<file path="src/source/decode_defines.svh">
`ifndef DECODE_DEFINES_SVH
`define DECODE_DEFINES_SVH

// fetch buffer entries, one instruction pair each.
`define DEC_FETCH_DEPTH 4

// issue queue entries, one decoded bundle each.
`define DEC_ISSUE_DEPTH 4

// width of the uop enumeration.
`define DEC_UOP_W 5

// instruction-not-exist exception code.
`define DEC_EXP_INE 7'h0d

`endif
</file>
<file path="src/source/decode_pkg.sv">
`include "decode_defines.svh"

package decode_pkg;

    typedef enum logic [`DEC_UOP_W-1:0] {
        uop_nop,
        uop_add,
        uop_sub,
        uop_addi,
        uop_lu12i,
        uop_ld,
        uop_st,
        uop_beq,
        uop_bne,
        uop_b,
        uop_syscall,
        uop_brk,
        uop_csrrd
    } uop_e;

    // pc1 is pc0 + 4 and is not stored.
    typedef struct packed {
        logic [31:0] pc0;
        logic [31:0] inst0;
        logic [31:0] inst1;
        logic        slot1_valid;
        logic [6:0]  fetch_exception;  // zero means none.
    } fetch_pair_t;

    typedef struct packed {
        uop_e        uop;
        logic [31:0] imm;
        logic [4:0]  rd;
        logic [4:0]  rj;
        logic [4:0]  rk;
        logic        is_alu;
        logic        is_branch;
        logic        is_syscall;
        logic        is_break;
        logic        is_priv;
        logic        invalid;
    } slot_dec_t;

    // slot as held in the issue queue, invalid is folded into excp_flag.
    typedef struct packed {
        uop_e        uop;
        logic [31:0] imm;
        logic [4:0]  rd;
        logic [4:0]  rj;
        logic [4:0]  rk;
        logic        is_alu;
        logic        is_branch;
        logic        is_syscall;
        logic        is_break;
        logic        is_priv;
    } slot_uop_t;

    typedef struct packed {
        logic [31:0] pc0;
        logic [31:0] inst0;
        logic [31:0] inst1;
        logic        slot1_valid;
        slot_uop_t   slot0;
        slot_uop_t   slot1;
        logic [1:0]  excp_flag;
        logic [6:0]  exception;
    } issue_bundle_t;

endpackage

</file>
<file path="src/source/decode_stage_top.sv">
`timescale 1ns/1ps
`include "decode_defines.svh"

module decode_stage_top (
    input  logic                      aclk,
    input  logic                      reset,
    input  logic                      flush,
    input  logic                      fetch_valid,
    output logic                      fetch_ready,
    input  decode_pkg::fetch_pair_t   fetch_pair,
    output logic                      iq_valid,
    input  logic                      iq_ready,
    output decode_pkg::issue_bundle_t iq_bundle
);

    decode_pkg::fetch_pair_t   head_pair;
    decode_pkg::slot_dec_t     dec [2];
    logic [31:0]               head_inst [2];
    logic                      fetch_full;
    logic                      fetch_empty;
    logic                      id_in_ready;
    logic                      id_out_valid;
    decode_pkg::issue_bundle_t id_out_bundle;
    logic                      iq_full;
    logic                      iq_empty;

    assign fetch_ready  = ~fetch_full;
    assign iq_valid     = ~iq_empty;
    assign head_inst[0] = head_pair.inst0;
    assign head_inst[1] = head_pair.inst1;

    bundle_fifo #(.payload_t(decode_pkg::fetch_pair_t), .DEPTH(`DEC_FETCH_DEPTH)) u_fetch_buf (
        .aclk      (aclk),
        .reset     (reset),
        .flush     (flush),
        .push      (fetch_valid & ~fetch_full),
        .push_data (fetch_pair),
        .full      (fetch_full),
        .pop       (~fetch_empty & id_in_ready),  // popped in the cycle id_reg loads.
        .pop_data  (head_pair),
        .empty     (fetch_empty)
    );

    for (genvar i = 0; i < 2; i++) begin : g_dec
        inst_decoder u_dec (
            .inst (head_inst[i]),
            .dec  (dec[i])
        );
    end

    id_reg u_id_reg (
        .aclk       (aclk),
        .reset      (reset),
        .flush      (flush),
        .in_valid   (~fetch_empty),
        .in_ready   (id_in_ready),
        .fetch_in   (head_pair),
        .dec0       (dec[0]),
        .dec1       (dec[1]),
        .out_valid  (id_out_valid),
        .out_ready  (~iq_full),
        .out_bundle (id_out_bundle)
    );

    bundle_fifo #(.payload_t(decode_pkg::issue_bundle_t), .DEPTH(`DEC_ISSUE_DEPTH)) u_issue_q (
        .aclk      (aclk),
        .reset     (reset),
        .flush     (flush),
        .push      (id_out_valid & ~iq_full),
        .push_data (id_out_bundle),
        .full      (iq_full),
        .pop       (iq_ready & ~iq_empty),
        .pop_data  (iq_bundle),
        .empty     (iq_empty)
    );

endmodule

</file>
<file path="src/source/id_reg.sv">
`timescale 1ns/1ps
`include "decode_defines.svh"

module id_reg (
    input  logic                      aclk,
    input  logic                      reset,
    input  logic                      flush,
    input  logic                      in_valid,
    output logic                      in_ready,
    input  decode_pkg::fetch_pair_t   fetch_in,
    input  decode_pkg::slot_dec_t     dec0,
    input  decode_pkg::slot_dec_t     dec1,
    output logic                      out_valid,
    input  logic                      out_ready,
    output decode_pkg::issue_bundle_t out_bundle
);

    logic                      valid_q;
    decode_pkg::issue_bundle_t bundle_q;
    decode_pkg::issue_bundle_t bundle_d;
    logic                      inv0;
    logic                      inv1;
    logic                      fetch_excp;

    function automatic decode_pkg::slot_uop_t strip_slot(input decode_pkg::slot_dec_t d);
        decode_pkg::slot_uop_t s;
        s.uop        = d.uop;
        s.imm        = d.imm;
        s.rd         = d.rd;
        s.rj         = d.rj;
        s.rk         = d.rk;
        s.is_alu     = d.is_alu;
        s.is_branch  = d.is_branch;
        s.is_syscall = d.is_syscall;
        s.is_break   = d.is_break;
        s.is_priv    = d.is_priv;
        return s;
    endfunction

    assign inv0       = dec0.invalid;
    assign inv1       = dec1.invalid & fetch_in.slot1_valid;  // empty slot 1 never faults.
    assign fetch_excp = (fetch_in.fetch_exception != 7'd0);

    always_comb begin
        bundle_d             = '0;
        bundle_d.pc0         = fetch_in.pc0;
        bundle_d.inst0       = fetch_in.inst0;
        bundle_d.inst1       = fetch_in.inst1;
        bundle_d.slot1_valid = fetch_in.slot1_valid;
        bundle_d.slot0       = strip_slot(dec0);
        bundle_d.slot1       = fetch_in.slot1_valid ? strip_slot(dec1) : '0;
        bundle_d.excp_flag   = fetch_excp ? 2'b11 : {inv1, inv0};
        // fetch fault wins over decode fault.
        bundle_d.exception   = fetch_excp ? fetch_in.fetch_exception :
                               (inv0 | inv1) ? `DEC_EXP_INE : 7'd0;
    end

    // full register takes a new pair while handing its bundle on.
    assign in_ready   = ~valid_q | out_ready;
    assign out_valid  = valid_q;
    assign out_bundle = bundle_q;

    always_ff @(posedge aclk) begin
        if (reset || flush) begin
            valid_q <= 1'b0;
        end else if (in_ready) begin
            valid_q <= in_valid;
        end
    end

    always_ff @(posedge aclk) begin
        if (in_valid && in_ready) begin
            bundle_q <= bundle_d;
        end
    end

    a_hold_stable: assert property (@(posedge aclk) disable iff (reset || flush)
        (out_valid && !out_ready) |=> $stable(out_bundle));

endmodule

</file>
<file path="src/source/inst_decoder.sv">
`timescale 1ns/1ps

module inst_decoder (
    input  logic [31:0]           inst,
    output decode_pkg::slot_dec_t dec
);

    logic [16:0] op17;
    logic [9:0]  op10;
    logic [7:0]  op8;
    logic [6:0]  op7;
    logic [5:0]  op6;
    logic [31:0] imm_si12;
    logic [31:0] imm_si20;
    logic [31:0] imm_offs16;
    logic [31:0] imm_offs26;

    assign op17 = inst[31:15];
    assign op10 = inst[31:22];
    assign op8  = inst[31:24];
    assign op7  = inst[31:25];
    assign op6  = inst[31:26];

    assign imm_si12   = {{20{inst[21]}}, inst[21:10]};
    assign imm_si20   = {inst[24:5], 12'b0};
    assign imm_offs16 = {{14{inst[25]}}, inst[25:10], 2'b00};
    // offs26 keeps its high ten bits in 9:0.
    assign imm_offs26 = {{4{inst[9]}}, inst[9:0], inst[25:10], 2'b00};

    always_comb begin
        dec     = '0;
        dec.uop = decode_pkg::uop_nop;
        dec.rd  = inst[4:0];  // register fields are taken for every format.
        dec.rj  = inst[9:5];
        dec.rk  = inst[14:10];
        if (op17 == 17'h00020) begin
            dec.uop    = decode_pkg::uop_add;
            dec.is_alu = 1'b1;
        end else if (op17 == 17'h00022) begin
            dec.uop    = decode_pkg::uop_sub;
            dec.is_alu = 1'b1;
        end else if (op17 == 17'h00056) begin
            dec.uop        = decode_pkg::uop_syscall;
            dec.is_syscall = 1'b1;
        end else if (op17 == 17'h00054) begin
            dec.uop      = decode_pkg::uop_brk;
            dec.is_break = 1'b1;
        end else if (op10 == 10'h00a) begin
            dec.uop    = decode_pkg::uop_addi;
            dec.imm    = imm_si12;
            dec.is_alu = 1'b1;
        end else if (op7 == 7'h0a) begin
            dec.uop    = decode_pkg::uop_lu12i;
            dec.imm    = imm_si20;
            dec.is_alu = 1'b1;
        end else if (op10 == 10'h0a2) begin
            dec.uop = decode_pkg::uop_ld;
            dec.imm = imm_si12;
        end else if (op10 == 10'h0a6) begin
            dec.uop = decode_pkg::uop_st;
            dec.imm = imm_si12;
        end else if (op6 == 6'h16) begin
            dec.uop       = decode_pkg::uop_beq;
            dec.imm       = imm_offs16;
            dec.is_branch = 1'b1;
        end else if (op6 == 6'h17) begin
            dec.uop       = decode_pkg::uop_bne;
            dec.imm       = imm_offs16;
            dec.is_branch = 1'b1;
        end else if (op6 == 6'h14) begin
            dec.uop       = decode_pkg::uop_b;
            dec.imm       = imm_offs26;
            dec.is_branch = 1'b1;
        end else if (op8 == 8'h04 && inst[9:5] == 5'd0) begin
            // rj of one or more selects csrwr or csrxchg.
            dec.uop     = decode_pkg::uop_csrrd;
            dec.is_priv = 1'b1;
        end else begin
            dec.invalid = 1'b1;
        end
    end

endmodule

</file>
<file path="src/source/bundle_fifo.sv">
`timescale 1ns/1ps

module bundle_fifo #(
    parameter type payload_t = logic [31:0],
    parameter int  DEPTH     = 4
) (
    input  logic     aclk,
    input  logic     reset,
    input  logic     flush,
    input  logic     push,
    input  payload_t push_data,
    output logic     full,
    input  logic     pop,
    output payload_t pop_data,
    output logic     empty
);

    localparam int PTR_W = (DEPTH > 1) ? $clog2(DEPTH) : 1;
    localparam int CNT_W = $clog2(DEPTH + 1);

    payload_t         mem [DEPTH];
    logic [PTR_W-1:0] wr_ptr;
    logic [PTR_W-1:0] rd_ptr;
    logic [CNT_W-1:0] count;
    logic             do_push;
    logic             do_pop;

    assign full     = (count == CNT_W'(DEPTH));
    assign empty    = (count == '0);
    assign do_push  = push & ~full;
    assign do_pop   = pop & ~empty;
    assign pop_data = mem[rd_ptr];

    always_ff @(posedge aclk) begin
        if (do_push) begin
            mem[wr_ptr] <= push_data;
        end
    end

    always_ff @(posedge aclk) begin
        if (reset || flush) begin
            wr_ptr <= '0;
            rd_ptr <= '0;
            count  <= '0;
        end else begin
            if (do_push) begin
                wr_ptr <= (wr_ptr == PTR_W'(DEPTH - 1)) ? '0 : wr_ptr + 1'b1;
            end
            if (do_pop) begin
                rd_ptr <= (rd_ptr == PTR_W'(DEPTH - 1)) ? '0 : rd_ptr + 1'b1;
            end
            case ({do_push, do_pop})
                2'b10:   count <= count + 1'b1;
                2'b01:   count <= count - 1'b1;
                default: count <= count;  // both or neither.
            endcase
        end
    end

    // producers must watch full and consumers empty.
    a_no_push_full: assert property (@(posedge aclk) disable iff (reset)
        full |-> !push);
    a_no_pop_empty: assert property (@(posedge aclk) disable iff (reset)
        empty |-> !pop);

endmodule

</file>
<file path="config.mk">
export PLATFORM = sky130hd
export DESIGN_NAME = decode_stage_top
export DESIGN_NICKNAME = d
export VERILOG_FILES = /design/src/source/decode_pkg.sv /design/src/source/decode_stage_top.sv /design/src/source/id_reg.sv /design/src/source/inst_decoder.sv /design/src/source/bundle_fifo.sv
export VERILOG_INCLUDE_DIRS = /design/src /design/src/source
export SDC_FILE = /design/constraint.sdc
export NUM_CORES = 1
export LEC_CHECK = 0
export BUFFER_PORTS_ARGS = -buffer_cell sky130_fd_sc_hd__buf_2
export CORE_MARGIN = 3
export CORE_UTILIZATION = 60
export DETAILED_ROUTE_END_ITERATION = 10
export PLACE_DENSITY = 0.82
export SYNTH_ARGS = -nofsm -noshare
export SYNTH_HDL_FRONTEND = slang
export SYNTH_SLANG_ARGS = --single-unit
</file>
<file path="constraint.sdc">
create_clock -name aclk -period 16.5 [get_ports aclk]
set_input_delay 3.3 -clock aclk [delete_from_list [all_inputs] [get_ports aclk]]
set_output_delay 3.3 -clock aclk [all_outputs]
set_load 0.02 [all_outputs]
</file>
==> impl_metrics.ini <==
[drt]
vias_per_cell = 6.38
drc_errors = 0
vias = 25200
drt_first_pass_iters = 8
wl_met1_um = 43700
wl_um = 118000
wl_per_cell_um = 30.0
met2WireLength_um = 59800
drt_iter0_markers = 3020
route.top_layer_used = met5
wl_met3_um = 10900
final_antenna_net_count = 0

[synthesis]
synth_top_area_share_pct = 80.6
ys_ff_latch = 1450
netlist_instances = 2265
syn_area_per_cell_sq_um = 23.6
yosysWarnings = 0
synthTopCellsByArea = edfxtp_1 (81%), mux4_2 (12%), mux4_1 (1.2%), dfxtp_1 (0.71%), a21oi_1 (0.49%)
synth_edf_count = 1431
seq_area_frac_synth_pct = 81.3
yosys.area.top_type = edfxtp_1
ys_types = 70
synth_top_flop_cell = edfxtp_1
syn_area_sq_mm = 0.0533
synthArstFlopShare_pct = 0

[clock_tree]
post_cts_buffers = 0
cts.sinks = 1450
cts_made_buffers = 141
cts_hold_buf = 0
htreeDepth = 4
insertion_delay_ns = 0.74
cts_resized = 0
clockRootBuffer = clkbuf_16
cts_tree = done
clockBufferDepth = 3
clk_pin_slew_ns = 0.06

[die]
fp.dieH_um = 304
dieArea_sq_mm = 0.0925
initial_core_util_pct = 61.0
die_w_um = 304
ios = 331
fp-row-count = 108
core_sq_mm = 0.0874

[sta]
clock_skew_ns = 0.0260
setup_violations = 0
slew_headroom_pct = 7.98
worst_slew_pin_slew_ns = 1.38
rsz0062_at_grt = false
max_freq_mhz = 123
fin_ws_ns = 8.34
timing_hold_violations_final = 0
tns_ns = 0
min_period_ns = 8.16
hold-worst-slack_ns = 0.481
drv_slew = 0
finalCritPeriodShare_pct = 49.4

[grt]
grt_pass1_vias = 26000
grt_max_degree = 75
grt-ovfl-total = 0
grt_pass1_wl_um = 176000
grt_usage_pct = 26.0
grt_antenna_before_repair = 40

[critical_path]
cp.arrival_ns = 4.86
critPathMaxFanout = 46
crit_slowest_cell = buf_4
max_stage_delay_ns = 0.84
crit_path_end_kind = primary output
path_cells = buf_4 > buf_4 > buf_4 > mux4_2 > buf_2
start_kind = flip-flop
critPathKind = flip-flop to primary output
required_ns = 13.20
path_common_cell = buf_4

[power_and_ir_drop]
p_total_mw = 7.74
ir_drop_v = 0.000100
leakage_nw = 19.3
p_per_area_mw_per_mm2 = 128

[finish]
syn2layout_area_growth_pct = 13.7
final_common_cell = edfxtp_1
layout.cells.non_filler = 3949
nets = 2781
utilization_pct = 69.3
mostFrequentLayoutCells = edfxtp_1 (1431), buf_2 (328), mux4_2 (283), clkbuf_16 (146), a21oi_1 (52)
design_area_sq_mm = 0.0606
layout-drive-gt1-share_pct = 31.6

[job]
maxCapViolCount = 0

[placement]
portBuffers = 328
place_hpwl_um = 70100
dp.cells = 3670
dp_slack_ns = 8.88
postPlaceCellArea_sq_mm = 0.0562
gp_congestion = 0.819

[hold_path]
min-delay-start = u_issue_q.rd_ptr[1]$_SDFFE_PP0P_
hold_path_class = flip-flop to flip-flop

[outcome]
status = finished clean
## worst max-delay path, delay by kind of cell (launching register included)
family | cells | cell delay (ns)
flip-flops | 1 | 0.73
multiplexers | 1 | 0.68
buffers and inverters | 4 | 2.61
## kinds of logic after synthesis
family | after synthesis | synth area share (%)
AOI/OAI and AO/OA | 144 | 1.70
buffers and inverters | 136 | 1.31
adders and majority gates | 14 | 0.357
DFF | 1450 | 81.3
xor gates and xnor gates | 4 | 0.0657
other | 1 | 0.00703
muxes | 311 | 13.2
and+or+nand+nor | 205 | 2.09
## where the power goes
part	switching, mW	total, mW	internal [mW]
clock network	1.31	3.08	1.77
logic	0.229	0.330	0.102
registers	0.0877	4.34	4.25
total	1.63	7.74	6.12
## layer usage
| layer | global-route usage (%) | up-vias |
|---|---|---|
| met5 | 0 | - |
| li1 | - | 10400 |
| met3 | 6.84 | 273 |
| met1 | 35.2 | 13100 |
| met4 | 9.44 | 24 |
| met2 | 41.8 | 1451 |
## flip-flops by register name, indices dropped and copies added (netlist names), named ones only
| name | cells |
|---|---|
| u_fetch_buf.count | 3 |
| u_fetch_buf.mem | 416 |
| u_fetch_buf.rd_ptr | 2 |
| u_fetch_buf.wr_ptr | 2 |
| u_id_reg.out_bundle | 203 |
| u_id_reg.out_valid | 1 |
| u_issue_q.count | 3 |
| u_issue_q.mem | 812 |
| u_issue_q.rd_ptr | 2 |
| u_issue_q.wr_ptr | 2 |
## cell usage after synthesis, types with 15 or more instances
cell type / number
a22oi_1: 15
clkbuf_1: 40
buf_4: 18
a21oi_1: 52
mux4_2: 283
nand2_1: 48
edfxtp_1: 1431
inv_1: 23
o21ai_0: 20
and2_1: 19
nor3_1: 17
a21o_1: 15
buf_1: 28
dfxtp_1: 19
mux4_1: 24
nor2_1: 44
buf_2: 18
## cell type report
cell class                      count  area [sq um]
Fill cell                        5040         26800
Timing Repair Buffer              362          1900
Clock inverter                     78           624
Clock buffer                      174          3780
Antenna cell                       27          67.6
Sequential cell                  1450         43400
Tap cell                         1155          1450
Inverter                           23          86.3
Multi-Input combinational cell    680          9360
## path summary, 6_finish.rpt
path                                                               to  slack (ns)  cells past startpoint
worst max-delay path                                    iq_bundle[72]        8.34                      5
worst min-delay path                                        flip-flop        0.48                      2
worst max register to register  u_id_reg.out_bundle[58]$_SDFFCE_PP0P_       11.73                      7
worst min register to register                              flip-flop        0.48                      2
No activity file was read; power rests on OpenSTA's default activity.
